$ cat src/source/dram_th_regs_pkg.sv
`default_nettype none

package dram_th_regs_pkg;

  typedef logic [15:0] wb_data_t;
  typedef logic [20:0] wb_word_adr_t;   // wb_adr_i[21:1]
  typedef logic [45:0] ctrl_word_t;
  typedef logic [15:0] word_count_t;

  // word addresses of the control registers
  localparam wb_word_adr_t REG_CTRL_0 = 21'h10;
  localparam wb_word_adr_t REG_CTRL_1 = 21'h11;
  localparam wb_word_adr_t REG_CTRL_2 = 21'h12;

  // field positions in ctrl_word_t
  localparam int CTRL_SEED_LSB   = 0;
  localparam int CTRL_SEED_W     = 16;
  localparam int CTRL_COUNT_LSB  = 16;
  localparam int CTRL_COUNT_W    = 16;
  localparam int CTRL_START_BIT  = 32;
  localparam int CTRL_MODE_LSB   = 33;
  localparam int CTRL_MODE_W     = 2;
  localparam int CTRL_INJECT_BIT = 35;
  localparam int CTRL_BASE_LSB   = 36;
  localparam int CTRL_BASE_W     = 10;   // start address

endpackage

`default_nettype wire

$ cat src/source/dram_th_test_pkg.sv
`default_nettype none

package dram_th_test_pkg;

  typedef logic [15:0] pattern_t;
  typedef logic [3:0]  status_idx_t;

  typedef enum logic [1:0] {
    PAT_SEED = 2'd0,
    PAT_ADDR = 2'd1,
    PAT_LFSR = 2'd2,
    PAT_WALK = 2'd3
  } pattern_mode_e;

  typedef enum logic [2:0] {
    IDLE,
    WRITE,
    READ,
    DRAIN,
    DONE
  } engine_state_e;

  localparam status_idx_t ST_FLAGS    = 4'd0;
  localparam status_idx_t ST_ERRCNT   = 4'd1;
  localparam status_idx_t ST_ERR_ADDR = 4'd2;
  localparam status_idx_t ST_ERR_READ = 4'd3;
  localparam status_idx_t ST_ERR_EXP  = 4'd4;

  localparam int FLAG_BUSY = 0;
  localparam int FLAG_DONE = 1;
  localparam int FLAG_PASS = 2;

  // first word of a run
  function automatic pattern_t pat_first(pattern_mode_e mode, pattern_t seed);
    pattern_t one_hot;
    one_hot = 16'h0001 << seed[3:0];
    return (mode == PAT_WALK) ? one_hot : seed;
  endfunction

  function automatic pattern_t pat_next(pattern_mode_e mode, pattern_t cur);
    pattern_t nxt;
    case (mode)
      PAT_LFSR: nxt = {cur[14:0], cur[15] ^ cur[13] ^ cur[12] ^ cur[10]};  // taps 16,14,13,11
      PAT_WALK: nxt = {cur[14:0], cur[15]};
      default:  nxt = cur;
    endcase
    return nxt;
  endfunction

endpackage

`default_nettype wire

$ cat src/source/dram_th_engine.sv
`default_nettype none
`timescale 1ns/1ps

module dram_th_engine #(
  parameter int ADDR_W = 10
) (
  input  logic                          wb_clk_i,
  input  logic                          wb_rst_i,
  input  dram_th_regs_pkg::ctrl_word_t  harness_control_i,
  input  dram_th_test_pkg::status_idx_t status_addr_i,
  output dram_th_regs_pkg::wb_data_t    harness_status_o,
  output logic                          mem_we_o,
  output logic                          mem_re_o,
  output logic [ADDR_W-1:0]             mem_addr_o,
  output dram_th_regs_pkg::wb_data_t    mem_wdata_o,
  input  dram_th_regs_pkg::wb_data_t    mem_rdata_i,
  input  logic                          mem_rvalid_i
);

  typedef logic [ADDR_W-1:0] mem_addr_t;

  dram_th_test_pkg::pattern_t      ctl_seed;
  dram_th_regs_pkg::word_count_t   ctl_count;
  dram_th_test_pkg::pattern_mode_e ctl_mode;
  mem_addr_t                       ctl_base;
  logic                            ctl_start;
  logic                            ctl_inject;

  dram_th_test_pkg::engine_state_e state_q;
  dram_th_test_pkg::pattern_t      seed_q;
  dram_th_regs_pkg::word_count_t   count_q;
  dram_th_test_pkg::pattern_mode_e mode_q;
  mem_addr_t                       base_q;
  logic                            inject_q;
  logic                            start_q;
  mem_addr_t                       addr_q;
  dram_th_regs_pkg::word_count_t   idx_q;
  dram_th_test_pkg::pattern_t      gen_q;
  dram_th_test_pkg::pattern_t      pattern;

  logic                            start_go;
  logic                            last_word;
  logic                            busy;
  logic                            done;
  logic                            pass;

  // expected word queue, two deep
  dram_th_test_pkg::pattern_t      fifo_exp [2];
  mem_addr_t                       fifo_adr [2];
  logic                            fifo_wp_q;
  logic                            fifo_rp_q;
  logic [1:0]                      fifo_cnt_q;
  dram_th_test_pkg::pattern_t      exp_word;
  mem_addr_t                       exp_addr;

  dram_th_regs_pkg::wb_data_t      err_cnt_q;
  mem_addr_t                       err_addr_q;
  dram_th_regs_pkg::wb_data_t      err_read_q;
  dram_th_regs_pkg::wb_data_t      err_exp_q;

  assign ctl_seed   = harness_control_i[dram_th_regs_pkg::CTRL_SEED_LSB +:
                                        dram_th_regs_pkg::CTRL_SEED_W];
  assign ctl_count  = harness_control_i[dram_th_regs_pkg::CTRL_COUNT_LSB +:
                                        dram_th_regs_pkg::CTRL_COUNT_W];
  assign ctl_mode   = dram_th_test_pkg::pattern_mode_e'(
                        harness_control_i[dram_th_regs_pkg::CTRL_MODE_LSB +:
                                          dram_th_regs_pkg::CTRL_MODE_W]);
  assign ctl_base   = mem_addr_t'(harness_control_i[dram_th_regs_pkg::CTRL_BASE_LSB +:
                                                    dram_th_regs_pkg::CTRL_BASE_W]);
  assign ctl_start  = harness_control_i[dram_th_regs_pkg::CTRL_START_BIT];
  assign ctl_inject = harness_control_i[dram_th_regs_pkg::CTRL_INJECT_BIT];

  assign busy = (state_q == dram_th_test_pkg::WRITE) || (state_q == dram_th_test_pkg::READ) ||
                (state_q == dram_th_test_pkg::DRAIN);
  assign done = (state_q == dram_th_test_pkg::DONE);
  assign pass = done && (err_cnt_q == '0);

  assign start_go  = ctl_start && !start_q && !busy;  // rising edge, ignored mid-run
  assign last_word = (idx_q == count_q - 16'd1);

  always_comb begin
    case (mode_q)
      dram_th_test_pkg::PAT_SEED: pattern = seed_q;
      dram_th_test_pkg::PAT_ADDR: pattern = seed_q ^ dram_th_test_pkg::pattern_t'(addr_q);
      default:                    pattern = gen_q;
    endcase
  end

  assign mem_we_o    = (state_q == dram_th_test_pkg::WRITE);
  assign mem_re_o    = (state_q == dram_th_test_pkg::READ);
  assign mem_addr_o  = addr_q;
  assign mem_wdata_o = pattern ^ {15'd0, inject_q && (idx_q == '0)};  // first word lands on base

  always_ff @(posedge wb_clk_i) begin
    if (wb_rst_i) begin
      state_q  <= dram_th_test_pkg::IDLE;
      start_q  <= 1'b0;
      seed_q   <= '0;
      count_q  <= '0;
      mode_q   <= dram_th_test_pkg::PAT_SEED;
      base_q   <= '0;
      inject_q <= 1'b0;
      addr_q   <= '0;
      idx_q    <= '0;
      gen_q    <= '0;
    end else begin
      start_q <= ctl_start;
      case (state_q)
        dram_th_test_pkg::IDLE, dram_th_test_pkg::DONE: begin
          if (start_go) begin
            seed_q   <= ctl_seed;
            count_q  <= ctl_count;
            mode_q   <= ctl_mode;
            base_q   <= ctl_base;
            inject_q <= ctl_inject;
            addr_q   <= ctl_base;
            idx_q    <= '0;
            gen_q    <= dram_th_test_pkg::pat_first(ctl_mode, ctl_seed);
            state_q  <= (ctl_count == '0) ? dram_th_test_pkg::DONE : dram_th_test_pkg::WRITE;
          end
        end
        dram_th_test_pkg::WRITE, dram_th_test_pkg::READ: begin
          addr_q <= addr_q + 1'b1;  // wraps at the top of memory
          idx_q  <= idx_q + 16'd1;
          gen_q  <= dram_th_test_pkg::pat_next(mode_q, gen_q);
          if (last_word) begin
            addr_q <= base_q;
            idx_q  <= '0;
            gen_q  <= dram_th_test_pkg::pat_first(mode_q, seed_q);
            if (state_q == dram_th_test_pkg::WRITE)
              state_q <= dram_th_test_pkg::READ;
            else
              state_q <= dram_th_test_pkg::DRAIN;
          end
        end
        dram_th_test_pkg::DRAIN: begin
          if (fifo_cnt_q == 2'd0)
            state_q <= dram_th_test_pkg::DONE;
        end
        default: state_q <= dram_th_test_pkg::IDLE;
      endcase
    end
  end

  always_ff @(posedge wb_clk_i) begin
    if (mem_re_o) begin
      fifo_exp[fifo_wp_q] <= pattern;
      fifo_adr[fifo_wp_q] <= addr_q;
    end
  end

  always_ff @(posedge wb_clk_i) begin
    if (wb_rst_i) begin
      fifo_wp_q  <= 1'b0;
      fifo_rp_q  <= 1'b0;
      fifo_cnt_q <= 2'd0;
    end else begin
      if (mem_re_o)
        fifo_wp_q <= !fifo_wp_q;
      if (mem_rvalid_i)
        fifo_rp_q <= !fifo_rp_q;
      fifo_cnt_q <= fifo_cnt_q + {1'b0, mem_re_o} - {1'b0, mem_rvalid_i};
    end
  end

  assign exp_word = fifo_exp[fifo_rp_q];
  assign exp_addr = fifo_adr[fifo_rp_q];

  // error recorder
  always_ff @(posedge wb_clk_i) begin
    if (wb_rst_i || start_go) begin
      err_cnt_q  <= '0;
      err_addr_q <= '0;
      err_read_q <= '0;
      err_exp_q  <= '0;
    end else if (mem_rvalid_i && (mem_rdata_i != exp_word)) begin
      if (err_cnt_q != '1)
        err_cnt_q <= err_cnt_q + 16'd1;  // saturates
      if (err_cnt_q == '0) begin
        err_addr_q <= exp_addr;
        err_read_q <= mem_rdata_i;
        err_exp_q  <= exp_word;
      end
    end
  end

  always_comb begin
    harness_status_o = '0;
    case (status_addr_i)
      dram_th_test_pkg::ST_FLAGS: begin
        harness_status_o[dram_th_test_pkg::FLAG_BUSY] = busy;
        harness_status_o[dram_th_test_pkg::FLAG_DONE] = done;
        harness_status_o[dram_th_test_pkg::FLAG_PASS] = pass;
      end
      dram_th_test_pkg::ST_ERRCNT:   harness_status_o = err_cnt_q;
      dram_th_test_pkg::ST_ERR_ADDR: harness_status_o = dram_th_regs_pkg::wb_data_t'(err_addr_q);
      dram_th_test_pkg::ST_ERR_READ: harness_status_o = err_read_q;
      dram_th_test_pkg::ST_ERR_EXP:  harness_status_o = err_exp_q;
      default:                       harness_status_o = '0;
    endcase
  end

  assert property (@(posedge wb_clk_i) disable iff (wb_rst_i) !(mem_we_o && mem_re_o))
    else $error("memory write and read strobes overlap");

  // memory must never return more reads than were issued
  assert property (@(posedge wb_clk_i) disable iff (wb_rst_i) mem_rvalid_i |-> fifo_cnt_q != 2'd0)
    else $error("read data returned with no expected word queued");

endmodule

`default_nettype wire

$ cat config.mk
export PLATFORM = sky130hd
export DESIGN_NAME = dram_th_engine
export DESIGN_NICKNAME = d
export VERILOG_FILES = /design/src/source/dram_th_regs_pkg.sv /design/src/source/dram_th_test_pkg.sv /design/src/source/dram_th_engine.sv
export SDC_FILE = /design/constraint.sdc
export NUM_CORES = 1
export LEC_CHECK = 0
export BUFFER_PORTS_ARGS = -buffer_cell sky130_fd_sc_hd__buf_2
export CORE_MARGIN = 2
export CORE_UTILIZATION = 42
export CTS_CLUSTER_DIAMETER = 120
export DETAILED_ROUTE_END_ITERATION = 7
export PLACE_DENSITY_LB_ADDON = 0.08
export SETUP_SLACK_MARGIN = 0.5
export SLEW_MARGIN = 20
export SYNTH_ARGS = -nofsm -noshare
export SYNTH_HDL_FRONTEND = slang
export SYNTH_SLANG_ARGS = --single-unit
$ cat constraint.sdc
create_clock -name wb_clk_i -period 4.5 [get_ports wb_clk_i]
set_clock_uncertainty 0.2 [all_clocks]
set_input_delay 0.45 -clock wb_clk_i [delete_from_list [all_inputs] [get_ports wb_clk_i]]
set_output_delay 0.45 -clock wb_clk_i [all_outputs]
set_load 0.1 [all_outputs]
==> key figures <==
Setup path
  • Critical path start-end classification: register to register
  • Crit path capture type: register
  • Cells along the critical path: inv_1, ha_1, or4b_1, or4_4, nor4_1, a21oi_1, nor4b_4, buf_4, buf_4, mux2i_1, a211oi_1
  • Peak per-stage delay on the critical path: between 0.5 and 0.6 ns
  • Crit path arrival time: 3.88 ns
  • Crit. Startpoint: count_q[0]
  • Data required, critical path: 4.68 ns
  • Critical path's slowest cell: or4b_1
  • FF-to-FF setup slack: 0.80 ns
  • Max FO, Critical Path: 18
  • Startpoint Class: register
  • RR Startpoint: count_q[0]
  • Crit-path most repeated cell: buf_4

Power
  • Power Dens Cells: 411 mW/mm2
  • Lkg Pwr: 4.76 nW
  • VDD IR max: 0.000313 V
  • Seq pwr share: 0.421
  • Switching share of power: 0.299
  • Logic pwr share: 0.183
  • Pint: 0.00355 W
  • Sw Pwr: 0.00152 W
  • Clock network power share: 0.396

STA
  • Final count of pins violating max slew: 0
  • Fin crit share: 0.822
  • FMAX: 270 MHz
  • Setup violators final: 0
  • Crit path time final: 3.70 ns
  • Worst slew pin tran: 0.910 ns
  • Slew margin rel.: 0.393
  • Final Hold Violating Endpoints: 0
  • RSZ-0062 raised after global routing: no
  • TNS Setup: 0 ns

Die
  • Die H: 160 um
  • Site Rows: 57
  • Initial Utilization: 0.425
  • Core area: around 0.024 mm2
  • Die area: 0.0257 mm2
  • Die Wd: about 160 um
  • # IOs: 113

Yosys
  • Sequential element share of the synthesized area: 0.452
  • Post-synth EDFFs: between 50 and 60
  • Syn. warnings: 0
  • Syn nets: between 1k and 1.5k
  • Mean Syn Cell Area: between 8 and 9 um2
  • Synth Flop Type: dfxtp_1
  • #FFs+latches synth: slightly above 200
  • Netlist Area Pre-Place: approximately 0.01 mm2
  • Post-synth ARST share: 0
  • Number of distinct library cells after synthesis: 54
  • Cells after Synth: 1156

Finish
  • Antenna Cells: 0
  • Filler Cell Count: 2315
  • # nets final: around 1.4k
  • Non-filler cells, final: 1617
  • Layout Area Growth over Synthesis: 20.0%
  • Ratio of cells with drive above 1 in the final layout: 0.164

Worst hold path
  • Hold wc startpoint: harness_control_i[39]
  • Min-Delay Path Class: input pin to register

Place
  • Port buffer count: 112
  • DPL Wire Length: 19.4 mm
  • Gpl congestion: approximately 0.85
  • Placed Cells: 1525

Drt
  • DRT Pass-1 Iters: 7
  • DRT Wirelength: 27.7 mm
  • First-iteration detailed-routing DRC count: 613
  • Antenna Nets Post-Route: 0
  • # DRC: 0
  • Number of vias in the routed layout: 8548
  • Vias per std cell: ~5.3
  • Drt wl/cell: about 17 um

Global routing
  • Total grt overflow: 0
  • Initial antenna violation count: 0
  • Vias in the first global route: 8093
  • Largest net degree at the start of global routing: 53
  • First-pass GRT wire length: 44.6 mm
  • GRT Overall Usage: 0.213

Clock network
  • Reg clk slew, reported paths: 0.06 ns
  • Setup bufs post-CTS: 0
  • CTS tree: built
  • CTS root buffer: clkbuf_16
  • Total clock sinks: 206
  • CTS Buf Count: 24
  • Htree depth: 1
  • Cts repair resizes: 0
  • Deepest clock path buffer count: 3
  • Hold_buf cts: 48
  • Worst skew pair latency: 0.52 ns

Flow run
  • Total of max-cap violations: 0

Outcome
  • Status: finished, final reports clean
==> Yosys cell counts (2+ instances only) <==
cell type | number | area share
clkbuf_1 | 57 | 0.021
nand4_1 | 16 | 0.0097
nor4_1 | 16 | 0.0097
dfxtp_1 | 154 | 0.30
xor2_1 | 29 | 0.025
xnor2_1 | 59 | 0.050
nand2_1 | 156 | 0.057
mux2i_1 | 69 | 0.067
ha_1 | 8 | 0.0097
buf_1 | 9 | 0.0033
a221oi_1 | 13 | 0.011
a22oi_1 | 14 | 0.010
a211oi_1 | 8 | 0.0058
nor3_1 | 20 | 0.0097
o21ai_0 | 11 | 0.0054
o2111ai_1 | 3 | 0.0026
mux2_2 | 11 | 0.012
a21oi_1 | 95 | 0.046
or4_4 | 2 | 0.0022
a22o_1 | 2 | 0.0017
o31a_1 | 2 | 0.0017
a32oi_1 | 2 | 0.0017
or3_1 | 3 | 0.0018
nand3b_1 | 4 | 0.0029
nor2_1 | 172 | 0.063
buf_6 | 2 | 0.0022
nand2b_1 | 5 | 0.0030
a222oi_1 | 14 | 0.014
or2_2 | 3 | 0.0018
o221a_2 | 17 | 0.019
edfxtp_1 | 52 | 0.15
a221o_1 | 2 | 0.0019
buf_4 | 18 | 0.013
and3_1 | 8 | 0.0049
inv_1 | 24 | 0.0088
nor4b_1 | 6 | 0.0051
nor2b_1 | 32 | 0.019
nand3_1 | 22 | 0.011
==> state kept, by name (all words and copies together) (netlist names), 2 cells and up, named ones only <==
signal,cells
fifo_exp,32
fifo_adr,20
count_q,16
err_cnt_q,16
err_exp_q,16
err_read_q,16
gen_q,16
idx_q,16
seed_q,16
base_q,10
err_addr_q,10
mem_addr_o,10
state_q,3
fifo_cnt_q,2
mode_q,2
==> power by group through the flow <==
stage | clock network (W) | registers (W) | logic [W]
after CTS | 0.00206 | 0.00213 | 0.000934
final | 0.00201 | 0.00213 | 0.000928
after floorplan | 0 | 0.00219 | 0.000657
after detailed placement | 0 | 0.00217 | 0.000900
after global routing | 0.00213 | 0.00215 | 0.00101
after global placement | 0 | 0.00217 | 0.000894
==> path summary, 6_finish.rpt <==
check,endpoint,depth (start not counted)
setup / recovery,mem_addr_o[2],11
hold / removal,base_q[3],3
setup reg to reg,mem_addr_o[2],11
hold reg to reg,base_q[7],2
==> logic make-up after synthesis <==
kind of cell | count (synthesis) | share of synthesized area
AND/OR/NAND/NOR | 470 | 0.207
AO/OA/AOI/OAI | 193 | 0.128
XOR/XNOR | 88 | 0.0750
flip-flops | 206 | 0.452
buffers and inverters | 111 | 0.0487
multiplexers | 80 | 0.0793
adder cells (fa/ha/maj) | 8 | 0.00974
==> per-layer routing <==
metal  global-route usage  up-vias  wire, um
met5                    0        -         0
met4               0.0405        0       428
met3               0.0232       25      1180
met2                0.343      190     12700
met1                0.311     4047     13300
li1                     -     4286         -
==> final cells by class <==
type | count | area [um2] | share of cell area
clock buffer | 40 | 782 | 0.0634
clock inverter | 4 | 56.3 | 0.00457
inverter | 24 | 90.1 | 0.00731
multi-input combinational | 839 | 5160 | 0.418
sequential | 206 | 4650 | 0.377
tap | 324 | 405 | 0.0329
timing repair buffer | 180 | 1190 | 0.0966
==> critical path: cells and delay by family (launching register included) <==
| family | cells | cell delay [ns] |
|---|---|---|
| and+or+nand+nor | 4 | 1.60 |
| buffers and inverters | 3 | 0.74 |
| DFF | 1 | 0.37 |
| adders and majority gates | 1 | 0.23 |
| muxes | 1 | 0.22 |
| AOI/OAI and AO/OA | 2 | 0.19 |
==> per-stage QoR <==
step	area, um2	setup slack (ns)	hold slack [ns]	utilization	total power, W
floorplan	10300	0.734	0.232	-	0.00285
global placement	11000	0.879	0.244	0.455	0.00306
detailed placement	11000	0.806	0.247	0.455	0.00307
CTS	12300	0.791	0.000888	0.510	0.00512
global route	12300	0.601	0.00962	0.510	0.00529
finish	12300	0.801	0.0271	0.510	0.00507
==> placed cells by master (no fill, tap or decap), drive strengths merged, types with 3 or more instances in the layout <==
cell type	n
nor2	172
nand2	156
dfxtp	154
buf	132
a21oi	95
mux2i	69
xnor2	59
edfxtp	52
dlygate4sd3	48
clkbuf	40
nor2b	32
xor2	29
inv	24
nand3	22
nor3	20
o221a	17
nor4	16
nand4	16
a22oi	14
a222oi	14
a221oi	13
o21ai	12
mux2	11
and3	8
a211oi	8
ha	8
nor4b	7
nand2b	5
nand3b	4
or2	3
o2111ai	3
or3	3
clkinv	3
Power figures use the tool's default switching activity.
